$ cat config.mk
export PLATFORM = sky130hd
export DESIGN_NAME = reg_file
export DESIGN_NICKNAME = d
export VERILOG_FILES = /design/src/reg_file.sv
export SDC_FILE = /design/constraint.sdc
export NUM_CORES = 2
export LEC_CHECK = 0
export ABC_AREA = 1
export BUFFER_PORTS_ARGS = -buffer_cell sky130_fd_sc_hd__buf_4
export CORE_MARGIN = 4
export CORE_UTILIZATION = 45
export CTS_CLUSTER_DIAMETER = 100
export DETAILED_ROUTE_END_ITERATION = 8
export SLEW_MARGIN = 0
export SYNTH_ARGS = -nofsm -noshare
export SYNTH_HDL_FRONTEND = slang
export SYNTH_SLANG_ARGS = --single-unit
$ cat constraint.sdc
create_clock -name clk -period 1.52 [get_ports clk]
set_input_delay 0 -clock clk [delete_from_list [all_inputs] [get_ports clk]]
set_output_delay 0 -clock clk [all_outputs]
set_load 0.01 [all_outputs]
$ cat src/reg_file.sv
`timescale 1ns/10ps

module reg_file (
	input logic clk,
	input logic rst_n,
	input logic [4:0] ra1,
	input logic [4:0] ra2,
	input logic [4:0] wa,
	input logic we,
	input logic [31:0] wd,
	output logic [31:0] rd1,
	output logic [31:0] rd2
);

	logic [31:0] regs [32];

	always_ff @(posedge clk or negedge rst_n) begin
		if (!rst_n) begin
			for (int i = 0; i < 32; i++) begin
				regs[i] <= '0;
			end
		end else if (we) begin
			regs[wa] <= wd;
		end
	end

	// $zero reads as zero whatever was stored there
	assign rd1 = (ra1 == 5'd0) ? 32'h0 : regs[ra1];
	assign rd2 = (ra2 == 5'd0) ? 32'h0 : regs[ra2];

	// A written register reads back the stored word
	a_write_readback: assert property (
		@(posedge clk) disable iff (!rst_n)
		(we && wa != 5'd0) |=> (ra1 != $past(wa) || rd1 == $past(wd))
	) else $error("register file read back differs from written word");

endmodule

==> flow_metrics.env <==
export IMPL_run_status="finished, violations left"
export IMPL_violations="negative hold slack, negative setup slack"
export IMPL_top_register="regs"
export IMPL_reg_largest_list="regs (1024)"
export IMPL_clock_latency_ns=0.74
export IMPL_port_buffers=113
export IMPL_preCtsSetupSlack_ns=-0.2939
export IMPL_arrival_ns=2.07
export IMPL_synth_most_common_cell="nand2_1"
export IMPL_grt_max_degree=82
export IMPL_synth_seq_cells=1024
export IMPL_critical_path_endpoint_type="output pin"
export IMPL_setup_viol=64
export IMPL_maxSlewHeadroom=0.4572
export IMPL_rows=129
export IMPL_cts_tree="done"
export IMPL_synth_edf_count=0
export IMPL_syn_num_nets=8429
export IMPL_final_seq_area_um2=25630
export IMPL_tightest_slew_ns=0.8142
export IMPL_syn_inst=8379
export IMPL_grt_pass1_vias=55910
export IMPL_drt_total_wl_mm=235.5
export IMPL_peakVddDrop_mv=1.030
export IMPL_ctsRootBufferMaster="clkbuf_16"
export IMPL_final_setup_tns_ns=-27.70
export IMPL_timing_final_crit_share=1.361
export IMPL_timing_final_ws_setup_ns=-0.5485
export IMPL_worstPathRequired_ns=1.52
export IMPL_maxCapViolations=0
export IMPL_cts_sinks=1024
export IMPL_drt_vias_per_instance=5.866
export IMPL_netlist_cell_type_count=18
export IMPL_syn_area_um2=56700
export IMPL_synthMuxAreaShare=0
export IMPL_synthDominantCellAreaShare=0.4519
export IMPL_grt_pass1_wl_mm=352.4
export IMPL_rsz0062_at_grt="yes"
export IMPL_die_width_um=363.0
export IMPL_wl_per_cell_um=22.77
export IMPL_yosys_top_cells_area="dfrtp_1 45%, nand2_1 23%, nand3_1 12%, o21ai_0 9.2%, clkbuf_1 4.0%"
export IMPL_initial_utilization=0.4556
export IMPL_synth_top_family_by_area="simple AND/OR/NAND/NOR gates"
export IMPL_drc=0
export IMPL_whs_ns=-0.03122
export IMPL_die_h_um=363.0
export IMPL_crit_path_start_kind="register"
export IMPL_synth_fa_ha_area_frac=0
export IMPL_yosys_area_share_simple=0.3783
export IMPL_gp_congestion=0.9072
export IMPL_synthXorXnorAreaFrac=0
export IMPL_finalMaxSlewViolations=0
export IMPL_vias=60690
export IMPL_htree_levels=3
export IMPL_hold_viol=5
export IMPL_p_per_area_nw_per_um2=1219
export IMPL_stdcell_area_um2=71410
export IMPL_coreArea_um2=124400
export IMPL_path_class="register to output pin"
export IMPL_path_max_fanout=3
export IMPL_synthFlopType="dfrtp_1"
export IMPL_ant_nets=0
export IMPL_skew_ns=0
export IMPL_worstHoldPathType="primary input to register"
export IMPL_p_leak_nw=33.72
export IMPL_multi_input_area_um2=29640
export IMPL_layout_drive_gt1_share=0.1577
export IMPL_grt_total_usage=0.3457
export IMPL_fill_cells=11590
export IMPL_timing_fmax_mhz=483.4
export IMPL_first_pass_iters=7
export IMPL_avgSynthCellArea_um2=6.767
export IMPL_area_growth_synth_to_final_pct=25.95
export IMPL_seq_area_frac_synth=0.4519
export IMPL_synth_compound_area_frac=0.1121
export IMPL_dp_hpwl_mm=144.8
export IMPL_ios=114
export IMPL_detail_route_iter0_violations=8458
export IMPL_period_needed_ns=2.068
export IMPL_ctsLongestPathBuffers=3
export IMPL_cts_buffers=119
export IMPL_clkTransAtPathRegs_ns=0.06
export IMPL_fin_nets=8660
export IMPL_grt_overflow_total=0
export IMPL_ys_warnings_count=0
export IMPL_antenna_found_initial=3
export IMPL_place_area_um2=63610
export IMPL_die_area_um2=131700
export IMPL_async_flop_share=1.000
export IMPL_yosysTopAreaCell="dfrtp_1"
export IMPL_final_util=0.5739
export IMPL_largest_reg_flops=1024
export IMPL_ys_top_cells_by_count="3414 x nand2_1, 1358 x nand3_1, 1045 x o21ai_0"
==> path summary, 6_finish.rpt <==
check / from / to / slack [ns] / depth (start not counted)
min: wa[3] / regs[308] / -0.03 / 5
max: regs[54] / rd1[22] / -0.55 / 9
min in group asynchronous: rst_n / regs[550] / 0.46 / 3
max in group asynchronous: rst_n / regs[273] / 0.34 / 5
max reg2reg: regs[95] / regs[95] / 0.21 / 4
min reg2reg: regs[811] / regs[811] / 0.48 / 2
==> critical path: stages (launching register included) <==
cell and delay (ns):
dfrtp_1 0.39, nand2_1 0.09, nand3_2 0.10, nand3_2 0.07, nand2_2 0.12, nand2_4 0.08
nand3_4 0.11, nand2_4 0.07, nor2_4 0.17, buf_6 0.12
==> placed cells by master, fill, tap and decap left out, types with 3 or more instances in the layout <==
cell,Yosys,final
nor2_1,441,303
nand2_1,3414,3295
a21oi_2,0,26
o21ai_1,4,93
a21oi_1,221,195
bufinv_16,0,12
nand3_2,0,115
inv_6,0,4
nor2_2,4,74
clkbuf_16,0,123
buf_6,0,65
nor2_4,0,68
dlymetal6s4s_1,0,3
nand2_2,8,100
nor3_1,10,10
buf_8,0,5
buf_12,0,212
clkinv_2,0,16
dfrtp_1,1024,1022
nand3_1,1358,1240
nand3_4,0,3
o21ai_0,1045,956
inv_2,4,6
inv_8,0,4
nand2_4,0,27
clkbuf_1,603,31
nor3_2,4,3
inv_1,106,100
clkbuf_8,0,32
buf_4,0,468
dlygate4sd3_1,0,86
==> final cells by class <==
class,count,share of cell area
Tap cell,1637,0.02868
Inverter,114,0.006623
Clock buffer,185,0.05055
Antenna cell,2,0.00007008
Timing Repair Buffer,841,0.1332
Clock inverter,33,0.006868
Multi-Input combinational cell,6510,0.4151
Sequential cell,1024,0.3589
==> report_power, final <==
part	switching (mW)	internal, mW	leakage, nW	total [mW]
Clock	12.2	18.2	2.02	30.4
Sequential	4.49	32.6	13.1	37.1
Combinational	11.3	8.32	18.6	19.6
Total	27.9	59.1	33.7	87.1
==> per-stage QoR <==
step           power, mW  std cells
6_report           87.05      10350
2_1_floorplan      47.36       8379
5_1_grt            91.49      10340
3_3_place_gp       54.02       9925
4_1_cts            85.82      10260
3_5_place_dp       54.48       9925
==> kinds of logic (layout without fill, tap and decap cells) <==
logic type	Yosys count	after routing
other	0	2
AND/OR/NAND/NOR	5240	5240
buffers and inverters	845	1173
AO/OA/AOI/OAI	1270	1270
flip-flops	1024	1024
==> per-layer routing <==
metal | wire length, um | vias to the layer above | global-route usage | share of wire
li1 | - | 27730 | - | -
met1 | 99180 | 28870 | 0.5004 | 0.42
met2 | 100800 | 3522 | 0.5141 | 0.43
met3 | 26110 | 563 | 0.06730 | 0.11
met4 | 9404 | 2 | 0.1313 | 0.040
met5 | 20 | - | 0 | 0.000085
==> what timing repair did <==
item | 4_1_cts | 5_1_grt
endpoints found under the setup margin | 64 | 585
endpoints found under the hold margin | 2048 | 25
hold buffers | 89 | 4
gates resized for setup | 330 | 296
cloned | 0 | 3
pin swaps | 343 | 304
setup buffers | 40 | 86
No activity file was read; power rests on OpenSTA's default activity.
