--- src/mips_pkg.sv ---
package mips_pkg;

	//////////////////////////////
	// Sizes and fixed addresses
	//////////////////////////////

	localparam int DMEM_WORDS = 64;
	localparam logic [4:0] LINK_REG = 5'd31;
	localparam logic [31:0] RESET_PC = 32'h0000_0000;

	//////////////////////////////
	// Instruction encodings
	//////////////////////////////

	// Primary opcode, instr[31:26]
	typedef enum logic [5:0] {
		op_special = 6'b000000,
		op_j       = 6'b000010,
		op_jal     = 6'b000011,
		op_beq     = 6'b000100,
		op_ori     = 6'b001101,
		op_lui     = 6'b001111,
		op_lw      = 6'b100011,
		op_sw      = 6'b101011
	} op_t;

	// Function field of special, instr[5:0]
	typedef enum logic [5:0] {
		funct_jr   = 6'b001000,
		funct_addu = 6'b100001,
		funct_subu = 6'b100011
	} funct_t;

	//////////////////////////////
	// Datapath selects
	//////////////////////////////

	typedef enum logic [2:0] {
		pass_b = 3'b000,
		or_op  = 3'b001,
		add_op = 3'b010,
		sub_op = 3'b011,
		lui_op = 3'b100
	} alu_op_t;

	typedef enum logic [1:0] {
		ext_sign  = 2'b00,
		ext_zero  = 2'b01,
		ext_upper = 2'b10
	} ext_t;

	typedef enum logic [1:0] {
		wd_alu  = 2'b00,
		wd_mem  = 2'b01,
		wd_link = 2'b10
	} wd_src_t;

	// Decoded instruction
	typedef struct packed {
		logic [4:0]  rs;
		logic [4:0]  rt;
		logic [4:0]  wa;
		logic [25:0] imm26;
		ext_t        ext;
		alu_op_t     alu_op;
		logic        alu_src_imm;
		logic        rf_we;
		logic        dm_we;
		wd_src_t     wd_src;
		logic        branch;
		logic        jump_imm;
		logic        jump_reg;
	} ctrl_t;

	// One retired instruction
	typedef struct packed {
		logic [31:0] pc;
		logic        rf_we;
		logic [4:0]  rf_addr;
		logic [31:0] rf_data;
		logic        dm_we;
		logic [31:0] dm_addr;
		logic [31:0] dm_data;
	} commit_t;

	typedef enum logic [1:0] {
		st_fetch   = 2'b00,
		st_execute = 2'b01,
		st_commit  = 2'b10
	} core_state_t;

endpackage

--- src/alu.sv ---
`timescale 1ns/10ps

module alu (
	input logic [31:0] a,
	input logic [31:0] b,
	input logic [15:0] imm16,
	input mips_pkg::ctrl_t ctrl,
	output logic [31:0] y,
	output logic equal
);

	logic [31:0] imm_ext;
	logic [31:0] op_b;

	always_comb begin
		case (ctrl.ext)
			mips_pkg::ext_zero: imm_ext = {16'h0000, imm16};
			mips_pkg::ext_upper: imm_ext = {imm16, 16'h0000};
			default: imm_ext = {{16{imm16[15]}}, imm16};
		endcase
	end

	assign op_b = ctrl.alu_src_imm ? imm_ext : b;

	always_comb begin
		case (ctrl.alu_op)
			mips_pkg::or_op: y = a | op_b;
			mips_pkg::add_op: y = a + op_b;
			mips_pkg::sub_op: y = a - op_b;
			mips_pkg::lui_op: y = {op_b[31:16], 16'h0000};
			default: y = op_b;
		endcase
	end

	// beq compares the raw register operands
	assign equal = (a == b);

endmodule

--- config.mk ---
export PLATFORM = sky130hd
export DESIGN_NAME = alu
export DESIGN_NICKNAME = d
export VERILOG_FILES = /design/src/mips_pkg.sv /design/src/alu.sv
export SDC_FILE = /design/constraint.sdc
export NUM_CORES = 1
export LEC_CHECK = 0
export BUFFER_PORTS_ARGS = -buffer_cell sky130_fd_sc_hd__buf_4
export CAP_MARGIN = 20
export CORE_MARGIN = 2
export CORE_UTILIZATION = 51
export DETAILED_ROUTE_END_ITERATION = 12
export PLACE_DENSITY = 0.84
export SYNTH_ARGS = -nofsm -noshare
export SYNTH_HDL_FRONTEND = slang
export SYNTH_SLANG_ARGS = --single-unit
--- constraint.sdc ---
create_clock -name vclk -period 8.99
set_input_delay 1.3485 -clock vclk [all_inputs]
set_output_delay 1.3485 -clock vclk [all_outputs]
set_load 0.05 [all_outputs]
==> results.ini <==
[detailed_routing]
totalWireLength_um = 15500
vias = 5122
vias_per_cell = 6.48
ant_nets = 0
drc = 0
post_drt_wl_per_cell_um = 19.5
drtPass1Iterations = 6
drt_iter0_markers = 527

[timing]
maxSlewHeadroom_pct = 28.4
timing.final.crit_share_pct = 91.3
rsz0062_at_grt = false
finalMaxSlewViolations = 0
clock.fmax_mhz = 122
worst_pin_slew_ps = 1070
finalSetupViolations = 0
fin_setup_tns_ps = 0
period_needed_ps = 8210
hold_viol_final = 0

[grt]
grt_pass1_wl_um = 23400
track_usage_pct = 34.4
antenna_found_initial = 0
overflow = 0
grt_pass1_vias = 4621
grt_start_max_net_pins = 73

[critical_path]
critPathKind = input pin to output pin
critPathLaunchType = input pin
cp_max_fo = 11
arrival_ps = 6860
crit_chain = buf_4 > inv_1 > ha_1 > o211a_1 > or4_4 > nor4_4 > nand3_4 > nor3_4 > inv_1 > nor2_1 > nor2_1 > xor2_1 > ha_1 > inv_1 > o21ai_0 > a21oi_1 > o21ai_0 > or4_1 > o221ai_1 > xnor3_2 > a211o_1 > buf_4
cp_common_cell = inv_1
critical_path_required_ps = 7640
crit_slowest_cell = or4_4
slowest_delay_ps = 570
end_kind = output pin
cp_top_family = simple AND/OR/NAND/NOR gates
critical_path_buf_inv_count = 5
cp.depth = 22

[yosys]
synth.distinct_cells = 68
syn_inst = 602
syn-num-nets = 770
syn_area_sq_um = 3970
synth_warnings = 0
seq_area_frac_synth_pct = 0
yosys.area.top_type = xor2_1
synthTopCellsByArea = xor2_1 14%, ha_1 10%, a21oi_1 9.3%, nor2_1 5.4%, o21ai_0 5.3%
synth_top_area_share_pct = 13.7
avgSynthCellArea_sq_um = 6.60

[min_path]
hold_class = input pin to output pin
worstHoldStart = a[23]
min_to = y[23]
whs_path_depth = 4

[floorplanning]
dieArea_sq_um = 8510
start_util_pct = 52.0
dieHeight_um = 92.3
die_w_um = 92.3
core_sq_um = 7650
rows = 32
ios = 167

[place]
portBuffers = 119
dp_hpwl_um = 12200
dp_cells = 791
gp_routability_congestion = 1.02

[run]
cap_viol_max_count = 0

[final_layout]
drive_gt1_share_pct = 19.7
register_area_sq_um = 0
seq_cells = 0
final_nets = 859
diodes = 0
num-clock-buffers = 0
stdcell_count = 791
area_growth_syn_to_layout_pct = 22.4

[clock_network]
post_cts_buffers = 0
hold_buffers = 0
cts_resized = 0

[power_and_ir_drop]
ir_drop_mv = 0.0611
p_leak_uw = 0.00213
p_per_area_nw_per_um2 = 113

[outcome]
status = complete, no violations

cell type report:
class                           instances  area (sq um)
Tap cell                              102           128
Multi-Input combinational cell        547          3740
Timing Repair Buffer                  123           923
Fill cell                             733          2780
Inverter                               19          71.3
placed cells by master, fill, tap and decap left out, drive strengths merged, types with 4 or more instances in the layout:
cell      n
ha       33
nor4     11
o21a      9
nand2b   16
nand2    38
o21bai    4
xnor2    23
a222oi   15
o21ai    42
buf     123
xor2     62
o211ai    5
nor2     57
inv      19
o31a      4
nor2b    26
and2      5
nor3     11
a31oi    22
nand4     4
a22oi     9
a21oi    74
nand3    10
a21o      8
a211oi    4
o211a     4
through the flow:
step / area [sq um] / hold WS (ps) / worst slack [ps] / total power, uW / utilization [%]
after floorplan: 3970 / 3100 / 1340 / 387 / -
after global placement: 4860 / 3110 / 953 / 530 / 63.6
after detailed placement: 4860 / 3120 / 903 / 536 / 63.6
after CTS: 4860 / 3120 / 887 / 539 / 63.6
after global routing: 4860 / 3150 / 587 / 589 / 63.6
final: 4860 / 3110 / 785 / 551 / 63.6
how the worst max path moves through the flow:
stage          startpoint     to  slack, ps
2_1_floorplan    ctrl[11]  y[29]       1340
3_3_place_gp     ctrl[11]  y[31]        950
3_5_place_dp     ctrl[11]  y[31]        900
4_1_cts          ctrl[11]  y[31]        890
5_1_grt          ctrl[11]  y[31]        590
6_report         ctrl[11]  y[31]        780
per-layer routing:
metal	up-vias	GRT usage (%)	wire (um)	part of all wire, %
met1	2354	49.0	6640	43
met4	0	8.46	402	2.6
met5	-	0	0	0
met3	40	5.92	1730	11
met2	317	53.5	6690	43
li1	2411	-	-	-
tightest hold or removal path: cells and delay by family:
| kind | cells | cell delay (ps) |
|---|---|---|
| AO/OA/AOI/OAI | 2 | 110 |
| buffers and inverters | 2 | 290 |
cell families (layout without fill, tap and decap cells):
kind of cell,after synthesis,in the layout,share of synthesized area (%)
buffers and inverters,55,142,5.95
and+or+nand+nor,197,197,26.3
xor gates and xnor gates,86,86,19.3
muxes,2,2,0.504
adders and majority gates,34,34,10.9
AOI/OAI and AO/OA,228,228,37.1
cell usage after synthesis (4+ instances only):
cell type / instances
a211oi_1: 4
a21o_1: 7
a21oi_1: 74
a222oi_1: 15
a22oi_1: 9
a31oi_1: 22
and2_1: 4
buf_2: 6
clkbuf_1: 25
ha_1: 33
inv_1: 19
nand2_1: 38
nand2b_1: 16
nand3_1: 9
nand4_1: 4
nor2_1: 57
nor2b_1: 26
nor3_1: 10
nor4_1: 10
o211a_1: 4
o211ai_1: 5
o21a_1: 9
o21ai_0: 42
o21bai_1: 4
o31a_1: 4
xnor2_1: 23
xor2_1: 62
power breakdown:
group	switching [uW]	internal [uW]	total, uW
registers	0	0	0
logic	341	210	551
clock network	0	0	0
Power figures use the tool's default switching activity.
