## src/mips_pkg.sv

```systemverilog
package mips_pkg;

	//////////////////////////////
	// Sizes and fixed addresses
	//////////////////////////////

	localparam int DMEM_WORDS = 64;
	localparam logic [4:0] LINK_REG = 5'd31;
	localparam logic [31:0] RESET_PC = 32'h0000_0000;

	//////////////////////////////
	// Instruction encodings
	//////////////////////////////

	// Primary opcode, instr[31:26]
	typedef enum logic [5:0] {
		op_special = 6'b000000,
		op_j       = 6'b000010,
		op_jal     = 6'b000011,
		op_beq     = 6'b000100,
		op_ori     = 6'b001101,
		op_lui     = 6'b001111,
		op_lw      = 6'b100011,
		op_sw      = 6'b101011
	} op_t;

	// Function field of special, instr[5:0]
	typedef enum logic [5:0] {
		funct_jr   = 6'b001000,
		funct_addu = 6'b100001,
		funct_subu = 6'b100011
	} funct_t;

	//////////////////////////////
	// Datapath selects
	//////////////////////////////

	typedef enum logic [2:0] {
		pass_b = 3'b000,
		or_op  = 3'b001,
		add_op = 3'b010,
		sub_op = 3'b011,
		lui_op = 3'b100
	} alu_op_t;

	typedef enum logic [1:0] {
		ext_sign  = 2'b00,
		ext_zero  = 2'b01,
		ext_upper = 2'b10
	} ext_t;

	typedef enum logic [1:0] {
		wd_alu  = 2'b00,
		wd_mem  = 2'b01,
		wd_link = 2'b10
	} wd_src_t;

	// Decoded instruction
	typedef struct packed {
		logic [4:0]  rs;
		logic [4:0]  rt;
		logic [4:0]  wa;
		logic [25:0] imm26;
		ext_t        ext;
		alu_op_t     alu_op;
		logic        alu_src_imm;
		logic        rf_we;
		logic        dm_we;
		wd_src_t     wd_src;
		logic        branch;
		logic        jump_imm;
		logic        jump_reg;
	} ctrl_t;

	// One retired instruction
	typedef struct packed {
		logic [31:0] pc;
		logic        rf_we;
		logic [4:0]  rf_addr;
		logic [31:0] rf_data;
		logic        dm_we;
		logic [31:0] dm_addr;
		logic [31:0] dm_data;
	} commit_t;

	typedef enum logic [1:0] {
		st_fetch   = 2'b00,
		st_execute = 2'b01,
		st_commit  = 2'b10
	} core_state_t;

endpackage

```

## src/data_mem.sv

```systemverilog
`timescale 1ns/10ps

module data_mem (
	input logic clk,
	input logic rst_n,
	input logic we,
	input logic [31:0] addr,
	input logic [31:0] wd,
	output logic [31:0] rd
);

	logic [31:0] mem [mips_pkg::DMEM_WORDS];

	always_ff @(posedge clk or negedge rst_n) begin
		if (!rst_n) begin
			for (int i = 0; i < mips_pkg::DMEM_WORDS; i++) begin
				mem[i] <= '0;
			end
		end else if (we) begin
			mem[addr[7:2]] <= wd;
		end
	end

	// Word index only so upper address bits wrap
	assign rd = mem[addr[7:2]];

	a_word_aligned: assert property (
		@(posedge clk) disable iff (!rst_n)
		we |-> (addr[1:0] == 2'b00)
	) else $error("unaligned store to data memory");

endmodule

```

## config.mk

```make
export PLATFORM = sky130hd
export DESIGN_NAME = data_mem
export DESIGN_NICKNAME = d
export VERILOG_FILES = /design/src/mips_pkg.sv /design/src/data_mem.sv
export SDC_FILE = /design/constraint.sdc
export NUM_CORES = 2
export LEC_CHECK = 0
export ABC_AREA = 1
export BUFFER_PORTS_ARGS = -buffer_cell sky130_fd_sc_hd__buf_4
export CORE_MARGIN = 4
export CORE_UTILIZATION = 59
export CTS_BUF_LIST = sky130_fd_sc_hd__clkbuf_8
export CTS_CLUSTER_SIZE = 40
export DETAILED_ROUTE_END_ITERATION = 16
export PLACE_DENSITY = 0.75
export SLEW_MARGIN = 25
export SYNTH_ARGS = -nofsm -noshare
export SYNTH_HDL_FRONTEND = slang
export SYNTH_SLANG_ARGS = --single-unit
```

## constraint.sdc

```tcl
create_clock -name clk -period 2.7 [get_ports clk]
set_input_delay 0.54 -clock clk [delete_from_list [all_inputs] [get_ports clk]]
set_output_delay 0.54 -clock clk [all_outputs]
set_load 0.05 [all_outputs]
```

==> results_dict.tcl <==
set metrics [dict create \
    worstMarginPinSlew_ns 0.7753 \
    cts_max_level 5 \
    grtUsageMet2 0.5663 \
    startpoint_type "flip-flop" \
    power_mw 80.39 \
    fp-row-count 147 \
    regArea_mm2 0.05125 \
    cts_buffer_depth 4 \
    slowest_stage "dfrtp_1" \
    multiInputGateArea_mm2 0.04219 \
    max_freq_ghz 0.3086 \
    synth-seq-cells 2048 \
    wirelength_um 329400 \
    viasPerCell 5.773 \
    ys_warn_count 0 \
    syn_inst 13130 \
    met1_usage 0.5154 \
    critPathKind "flip-flop to output port" \
    drive_gt1_frac 0.1351 \
    largest_reg_flops 2048 \
    die_w_um 411.2 \
    cts_sinks 2048 \
    top_regs "mem x2048" \
    pwr-share-comb 0.186 \
    cellLeakagePower_nw 59.10 \
    dr.first_iter.drc_count 11600 \
    die-area_mm2 0.1691 \
    ys_types 20 \
    cp_max_fo 2 \
    setup_viol 32 \
    synth-xor-area-share 0 \
    final_common_cell "nand2_1" \
    power_density_mw_per_mm2 708.2 \
    p_sw_mw 24.55 \
    synthMuxAreaShare 0 \
    wl_per_cell_um 21.02 \
    finalHoldViolCount 0 \
    clkTransAtPathRegs_ns 0.06 \
    grt_pass1_wl_um 505000 \
    clock_skew_ns 0 \
    swShare 0.3053 \
    clockRootBuffer "clkbuf_8" \
    synthAdderAreaFrac 0 \
    cp_slowest_stage_delay_ns 0.38 \
    use_met3 0.08954 \
    synth_top_family_by_area "simple AND/OR/NAND/NOR gates" \
    path_delay_family "simple AND/OR/NAND/NOR gates" \
    status "complete, but fails checks" \
    synth_area_per_cell_um2 7.306 \
    dp_hpwl_um 205800 \
    areaGrowthSynthToFinish_pct 18.34 \
    tns_ns -11.83 \
    synth_area_mm2 0.09592 \
    ios 99 \
    finalNetCount 13330 \
    finalCritPeriodShare 1.200 \
    track_usage 0.3863 \
    final_cell_mix "nand2_1, dfrtp_1, o21ai_0" \
    worst_setup_path_end_kind "output port" \
    rsz0062_at_grt "true" \
    core_mm2 0.1611 \
    drc_errors 0 \
    cts_inserted_buffers 350 \
    antenna_found_initial 5 \
    path_buf_inv 1 \
    vdd_ir_drop_max_v 0.0006257 \
    place.gp.congestion 0.9664 \
    pwr-share-seq 0.475 \
    grt_overflow 0 \
    fin_crit_ns 3.241 \
    via_count 90500 \
    final_max_slew_viol_count 0 \
    die_y_um 411.2 \
    violations "negative setup slack" \
    cp.required_ns 2.16 \
    slew_headroom 0.4831 \
    synth-compound-area-share 0.1159 \
    pwr-share-clk 0.339 \
    drt_first_pass_iters 9 \
    cts_tree "yes" \
    synth_nets 13200 \
    clock_latency_ns 1.04 \
    power.internal_mw 55.84 \
    busiest_layer "met2" \
    fill_cells 12690 \
    portBuffers 72 \
    grt_pass1_vias 87120 \
    synthSimpleGateAreaFrac 0.3000 \
    crit_chain "nand2_1 -> o21ai_1 -> nand2_1 -> nand2_1 -> nand2_2 -> nand2_2 -> nand2_4 -> nand2_4 -> nor2_4 -> nand2_4 -> buf_8" \
    r2r_slack_ns 1.79 \
    regMostFlops "mem" \
    final.setup.worst_slack_ns -0.5409 \
    ant_nets 0 \
    yosysSeqAreaShare 0.5343 \
    grt_max_degree 140 \
    cp.arrival_ns 2.70 \
    start_util 0.5953 \
    hp-class "input pin to flip-flop" \
    cap_viol_max_count 0 \
]
==> path summary, 6_finish.rpt <==
kind	startpoint	endpoint	cells past startpoint
hold / removal	we	mem[1789]	4
max in group asynchronous	rst_n	mem[565]	4
setup / recovery	mem[2003]	rd[19]	11
setup reg to reg	mem[977]	mem[977]	4
hold reg to reg	mem[941]	mem[941]	2
min in group asynchronous	rst_n	mem[2028]	3
==> repair_timing <==
| action | CTS | global route |
|---|---|---|
| buffers inserted | 19 | 46 |
| resized for setup | 520 | 239 |
| cloned | 1 | 7 |
| endpoints found under the setup margin | 32 | 32 |
| hold buffers | 34 | 0 |
| pin swaps | 200 | 177 |
| hold endpoints to repair | 1453 | 0 |
==> tightest hold or removal path: cells and delay by family <==
family	cells	cell delay, ns
buffers and inverters	2	0.37
AO/OA/AOI/OAI	1	0.18
AND/OR/NAND/NOR	1	0.11
==> synthesized netlist by cell type, drive strengths merged <==
master  number  area [um^2]
nor4         2        42.54
o211ai       5        37.54
nand3       11        65.06
nor2       890         3383
nand2     6714        25200
buf        146        689.4
dfrtp     2048        51250
o21ai     1429         7152
clkbuf     856         3213
inv        232        870.8
or2          2        12.51
nor3         9        75.07
a21oi      785         3929
==> power by group through the flow <==
stage | Clock (mW) | Sequential (mW) | Combinational (mW)
6_report | 27.3 | 38.2 | 14.9
5_1_grt | 29.0 | 38.7 | 16.8
2_1_floorplan | 0 | 38.0 | 8.95
3_5_place_dp | 0 | 38.6 | 13.6
4_1_cts | 27.5 | 38.1 | 14.3
3_3_place_gp | 0 | 38.4 | 13.2
==> metal layers <==
metal	wire, um	up-vias	part of all wire
met5	0	-	0
met1	123300	42750	0.37
met3	39900	1133	0.12
met4	24480	0	0.074
li1	-	41180	-
met2	141800	5432	0.43
==> through the flow <==
stage	utilization	cell area [um^2]	instances	setup WS, ns	hold slack (ns)
after floorplan	-	96020	13130	0.001868	0.2444
after global placement	0.6425	103500	14970	-0.6254	0.4585
after detailed placement	0.6425	103500	14970	-0.6540	0.4609
after CTS	0.6970	112300	15620	-0.5508	0.09991
after global routing	0.7045	113500	15670	-0.6174	0.1909
final	0.7045	113500	15680	-0.5409	0.1901
==> logic make-up (layout without fill, tap and decap cells) <==
kind of cell	Yosys count	after routing
AO/OA/AOI/OAI	2219	2219
buffers and inverters	1234	1617
flip-flops	2048	2048
other	0	3
AND/OR/NAND/NOR	7628	7628
==> layout make-up <==
class                      count  share of cell area
antenna                        3          0.00006614
clock buffer                 437             0.05299
clock inverter               162            0.006140
inverter                     232            0.008036
multi-input combinational   9847              0.3717
sequential                  2048              0.4515
tap                         2160             0.02381
timing repair buffer         786             0.08575
No activity file was read; power rests on OpenSTA's default activity.
