### src/mips_pkg.sv
package mips_pkg;

	//////////////////////////////
	// Sizes and fixed addresses
	//////////////////////////////

	localparam int DMEM_WORDS = 64;
	localparam logic [4:0] LINK_REG = 5'd31;
	localparam logic [31:0] RESET_PC = 32'h0000_0000;

	//////////////////////////////
	// Instruction encodings
	//////////////////////////////

	// Primary opcode, instr[31:26]
	typedef enum logic [5:0] {
		op_special = 6'b000000,
		op_j       = 6'b000010,
		op_jal     = 6'b000011,
		op_beq     = 6'b000100,
		op_ori     = 6'b001101,
		op_lui     = 6'b001111,
		op_lw      = 6'b100011,
		op_sw      = 6'b101011
	} op_t;

	// Function field of special, instr[5:0]
	typedef enum logic [5:0] {
		funct_jr   = 6'b001000,
		funct_addu = 6'b100001,
		funct_subu = 6'b100011
	} funct_t;

	//////////////////////////////
	// Datapath selects
	//////////////////////////////

	typedef enum logic [2:0] {
		pass_b = 3'b000,
		or_op  = 3'b001,
		add_op = 3'b010,
		sub_op = 3'b011,
		lui_op = 3'b100
	} alu_op_t;

	typedef enum logic [1:0] {
		ext_sign  = 2'b00,
		ext_zero  = 2'b01,
		ext_upper = 2'b10
	} ext_t;

	typedef enum logic [1:0] {
		wd_alu  = 2'b00,
		wd_mem  = 2'b01,
		wd_link = 2'b10
	} wd_src_t;

	// Decoded instruction
	typedef struct packed {
		logic [4:0]  rs;
		logic [4:0]  rt;
		logic [4:0]  wa;
		logic [25:0] imm26;
		ext_t        ext;
		alu_op_t     alu_op;
		logic        alu_src_imm;
		logic        rf_we;
		logic        dm_we;
		wd_src_t     wd_src;
		logic        branch;
		logic        jump_imm;
		logic        jump_reg;
	} ctrl_t;

	// One retired instruction
	typedef struct packed {
		logic [31:0] pc;
		logic        rf_we;
		logic [4:0]  rf_addr;
		logic [31:0] rf_data;
		logic        dm_we;
		logic [31:0] dm_addr;
		logic [31:0] dm_data;
	} commit_t;

	typedef enum logic [1:0] {
		st_fetch   = 2'b00,
		st_execute = 2'b01,
		st_commit  = 2'b10
	} core_state_t;

endpackage

### src/control_unit.sv
`timescale 1ns/10ps

module control_unit (
	input logic [31:0] instr,
	output mips_pkg::ctrl_t ctrl
);

	mips_pkg::op_t op;
	mips_pkg::funct_t funct;

	assign op = mips_pkg::op_t'(instr[31:26]);
	assign funct = mips_pkg::funct_t'(instr[5:0]);

	always_comb begin
		// Defaults leave anything unmatched as a no-op
		ctrl = '0;
		ctrl.rs = instr[25:21];
		ctrl.rt = instr[20:16];
		ctrl.imm26 = instr[25:0];
		ctrl.ext = mips_pkg::ext_sign;
		ctrl.alu_op = mips_pkg::pass_b;
		ctrl.wd_src = mips_pkg::wd_alu;

		case (op)
			mips_pkg::op_special: begin
				case (funct)
					mips_pkg::funct_addu: begin
						ctrl.rf_we = 1'b1;
						ctrl.wa = instr[15:11];
						ctrl.alu_op = mips_pkg::add_op;
					end
					mips_pkg::funct_subu: begin
						ctrl.rf_we = 1'b1;
						ctrl.wa = instr[15:11];
						ctrl.alu_op = mips_pkg::sub_op;
					end
					mips_pkg::funct_jr: ctrl.jump_reg = 1'b1;
					default: ;
				endcase
			end
			mips_pkg::op_ori: begin
				ctrl.rf_we = 1'b1;
				ctrl.wa = instr[20:16];
				ctrl.ext = mips_pkg::ext_zero;
				ctrl.alu_src_imm = 1'b1;
				ctrl.alu_op = mips_pkg::or_op;
			end
			mips_pkg::op_lui: begin
				ctrl.rf_we = 1'b1;
				ctrl.wa = instr[20:16];
				ctrl.ext = mips_pkg::ext_upper;
				ctrl.alu_src_imm = 1'b1;
				ctrl.alu_op = mips_pkg::lui_op;
			end
			mips_pkg::op_lw: begin
				ctrl.rf_we = 1'b1;
				ctrl.wa = instr[20:16];
				ctrl.alu_src_imm = 1'b1;
				ctrl.alu_op = mips_pkg::add_op;
				ctrl.wd_src = mips_pkg::wd_mem;
			end
			mips_pkg::op_sw: begin
				ctrl.dm_we = 1'b1;
				ctrl.alu_src_imm = 1'b1;
				ctrl.alu_op = mips_pkg::add_op;
			end
			// Compare happens on the ALU equal flag
			mips_pkg::op_beq: ctrl.branch = 1'b1;
			mips_pkg::op_j: ctrl.jump_imm = 1'b1;
			mips_pkg::op_jal: begin
				ctrl.jump_imm = 1'b1;
				ctrl.rf_we = 1'b1;
				ctrl.wa = mips_pkg::LINK_REG;
				ctrl.wd_src = mips_pkg::wd_link;
			end
			default: ;
		endcase
	end

endmodule

### config.mk
export PLATFORM = sky130hd
export DESIGN_NAME = control_unit
export DESIGN_NICKNAME = d
export VERILOG_FILES = /design/src/mips_pkg.sv /design/src/control_unit.sv
export SDC_FILE = /design/constraint.sdc
export NUM_CORES = 1
export LEC_CHECK = 0
export ABC_AREA = 1
export BUFFER_PORTS_ARGS = -buffer_cell sky130_fd_sc_hd__buf_2
export CORE_UTILIZATION = 33
export DETAILED_ROUTE_END_ITERATION = 10
export PLACE_DENSITY = 0.95
export SYNTH_ARGS = -nofsm -noshare
export SYNTH_HDL_FRONTEND = slang
export SYNTH_SLANG_ARGS = --single-unit
### constraint.sdc
create_clock -name vclk -period 1.4
set_clock_uncertainty 0.2 [all_clocks]
set_input_delay 0.21 -clock vclk [all_inputs]
set_output_delay 0.21 -clock vclk [all_outputs]
set_load 0.01 [all_outputs]
==> flow_metrics.py <==
metrics = {
    "placed_design": {
        "placed_area_um2": 684.4,
        "gp_congestion": 0.8067,
        "dp.cells": 145,
        "post-place-ws_ps": -127.2,
        "hpwlAfterDp_um": 1173,
        "io_buffers": 61,
    },
    "layout": {
        "final_cells": 152,
        "nFlopsAndLatches": 0,
        "syn2layout_area_growth_pct": 77.14,
        "final_area_um2": 1008,
        "diodes": 0,
        "final.fill_count": 133,
        "drive_above_1_share_pct": 80.88,
        "num-nets-final": 170,
        "nClkBuffers": 0,
        "seq_area_um2": 0,
    },
    "critical_path": {
        "max_stage_delay_ps": 170,
        "setup.worst_path.start_class": "input port",
        "path_class": "in2out",
        "crit_fanout": 4,
        "crit_chain": "buf_8 > nor2_4 > nand2_4 > nor2_4 > buf_6 > and3_4 > buf_6",
        "worstPathRequired_ps": 990,
        "critPathArrivalTime_ps": 1060,
        "cp-end-kind": "output port",
        "cp_slowest_cell": "and3_4",
    },
    "sta": {
        "setup_viol_count_final": 9,
        "fin_crit_sh_pct": 105.3,
        "max_slew_margin_pct": 82.92,
        "finalCriticalPeriod_ps": 1474,
        "hold_viol": 0,
        "grt_setup_unrepaired": "true",
        "setup_slack_ps": -74.26,
        "slew_violations": 0,
        "max_clock_freq_mhz": 678.3,
        "hold_slack_ps": 220.0,
        "worst_pin_slew_ps": 255.9,
    },
    "floorplan": {
        "dieArea_um2": 1895,
        "fp.coreArea_um2": 1559,
        "fp.dieW_um": 43.54,
        "io_pins": 86,
        "num_rows": 14,
        "fp.dieH_um": 43.54,
        "initial_utilization_pct": 36.52,
    },
    "global_routing": {
        "first_global_vias": 571,
        "grt_start_max_net_pins": 7,
        "antenna_found_initial": 0,
        "grt_pass1_wl_um": 2470,
        "grt_remaining_overflow": 0,
        "grt_usage_pct": 16.31,
    },
    "route": {
        "viasPerCell": 4.717,
        "num_vias": 717,
        "route.detailed.drc": 10,
        "dr.first_iter.drc_count": 21,
        "wirelength_um": 1811,
        "ant_nets": 0,
        "first_pass_iters": 7,
        "routedWlPerCell_um": 11.91,
    },
    "power_and_ir_drop": {
        "p_per_area_nw_per_um2": 214.5,
        "switchingPower_w": 0.0001123,
        "p_int_w": 0.0001040,
        "p_seq_share_pct": 0,
        "power_frac_comb_pct": 100.0,
        "vdd_ir_drop_max_uv": 134.2,
        "switching_share_pct": 51.91,
        "pwr-share-clk_pct": 0,
        "power.leakage_nw": 0.6204,
    },
    "synth": {
        "post-synth-top-area-cell": "buf_4",
        "synthDistinctLibCells": 15,
        "ys_top_cells_by_count": "buf_4, nand3_1, inv_1",
        "synth.most_common_cell": "buf_4",
        "synthTopCellsByArea": "buf_4, nand3_1, inv_1, nand2_1, nor2_4",
        "seq_area_frac_synth_pct": 0,
        "synth_warnings": 0,
        "synth_area_um2": 569.3,
        "synth_nets": 128,
        "syn_avg_cell_area_um2": 5.930,
        "syn-instance-count": 96,
        "synth.top_cell.area_share_pct": 47.47,
    },
    "run": {
        "drv_cap": 0,
    },
    "worst_hold_path": {
        "hold_depth": 0,
        "worstHoldPathType": "in2out",
    },
    "run_status": {
        "status": "finished with violations",
        "violations": "DRC, setup timing",
    },
}
layout by cell type, fill, tap and decap left out, drive strengths merged:
| cell | synthesis | layout |
|---|---|---|
| o21ai | 1 | 1 |
| and3 | 1 | 1 |
| nor3 | 2 | 2 |
| nor2 | 11 | 11 |
| nor4 | 1 | 1 |
| nand4 | 1 | 1 |
| nand2 | 14 | 14 |
| buf | 36 | 76 |
| nand3 | 15 | 15 |
| inv | 14 | 14 |
metal layers:
layer	track usage [%]	wire (um)	vias to the layer above
met2	30.30	1000	38
met4	5.000	41	0
li1	-	-	345
met5	0	0	-
met1	19.50	648	330
met3	1.667	120	4
timing repair:
action | 4_1_cts | 5_1_grt
hold buffers | 0 | 0
setup endpoints to repair | 10 | 16
gates resized for setup | 26 | 34
pin swaps | 8 | 13
setup buffers | 6 | 2
cell type report:
class	count	area, um^2	share of cell area [%]
repair buffers	76	546.8	54.22
multi-input cells	46	389.1	38.59
inverters	14	52.55	5.211
well taps	16	20.02	1.985
kinds of logic after synthesis:
| family | count (synthesis) | share of synthesized area (%) |
|---|---|---|
| buf+inv | 50 | 56.70 |
| simple gates | 45 | 41.76 |
| compound gates | 1 | 1.539 |
through the flow:
stage,setup TNS [ps],total power (W),utilization (%)
floorplan,0,0.0001446,-
global placement,-598.2,0.0001493,43.90
detailed placement,-863.4,0.0001518,43.90
CTS,-291.7,0.0001860,54.09
global route,-744.8,0.0002313,64.69
finish,-307.8,0.0002163,64.69
worst max-delay path: cells and delay by family:
family,cells,cell delay [ps]
simple gates,4,530
buf+inv,3,320
power groups by stage:
stage | sequential (W) | clock, W | combinational [W]
4_1_cts | 0 | 0 | 0.000186
5_1_grt | 0 | 0 | 0.000231
6_report | 0 | 0 | 0.000216
2_1_floorplan | 0 | 0 | 0.000145
3_5_place_dp | 0 | 0 | 0.000152
3_3_place_gp | 0 | 0 | 0.000149
worst paths after layout:
| path | start | endpoint |
|---|---|---|
| hold / removal | instr[9] | ctrl[22] |
| setup / recovery | instr[31] | ctrl[0] |
No activity file was read; power rests on OpenSTA's default activity.
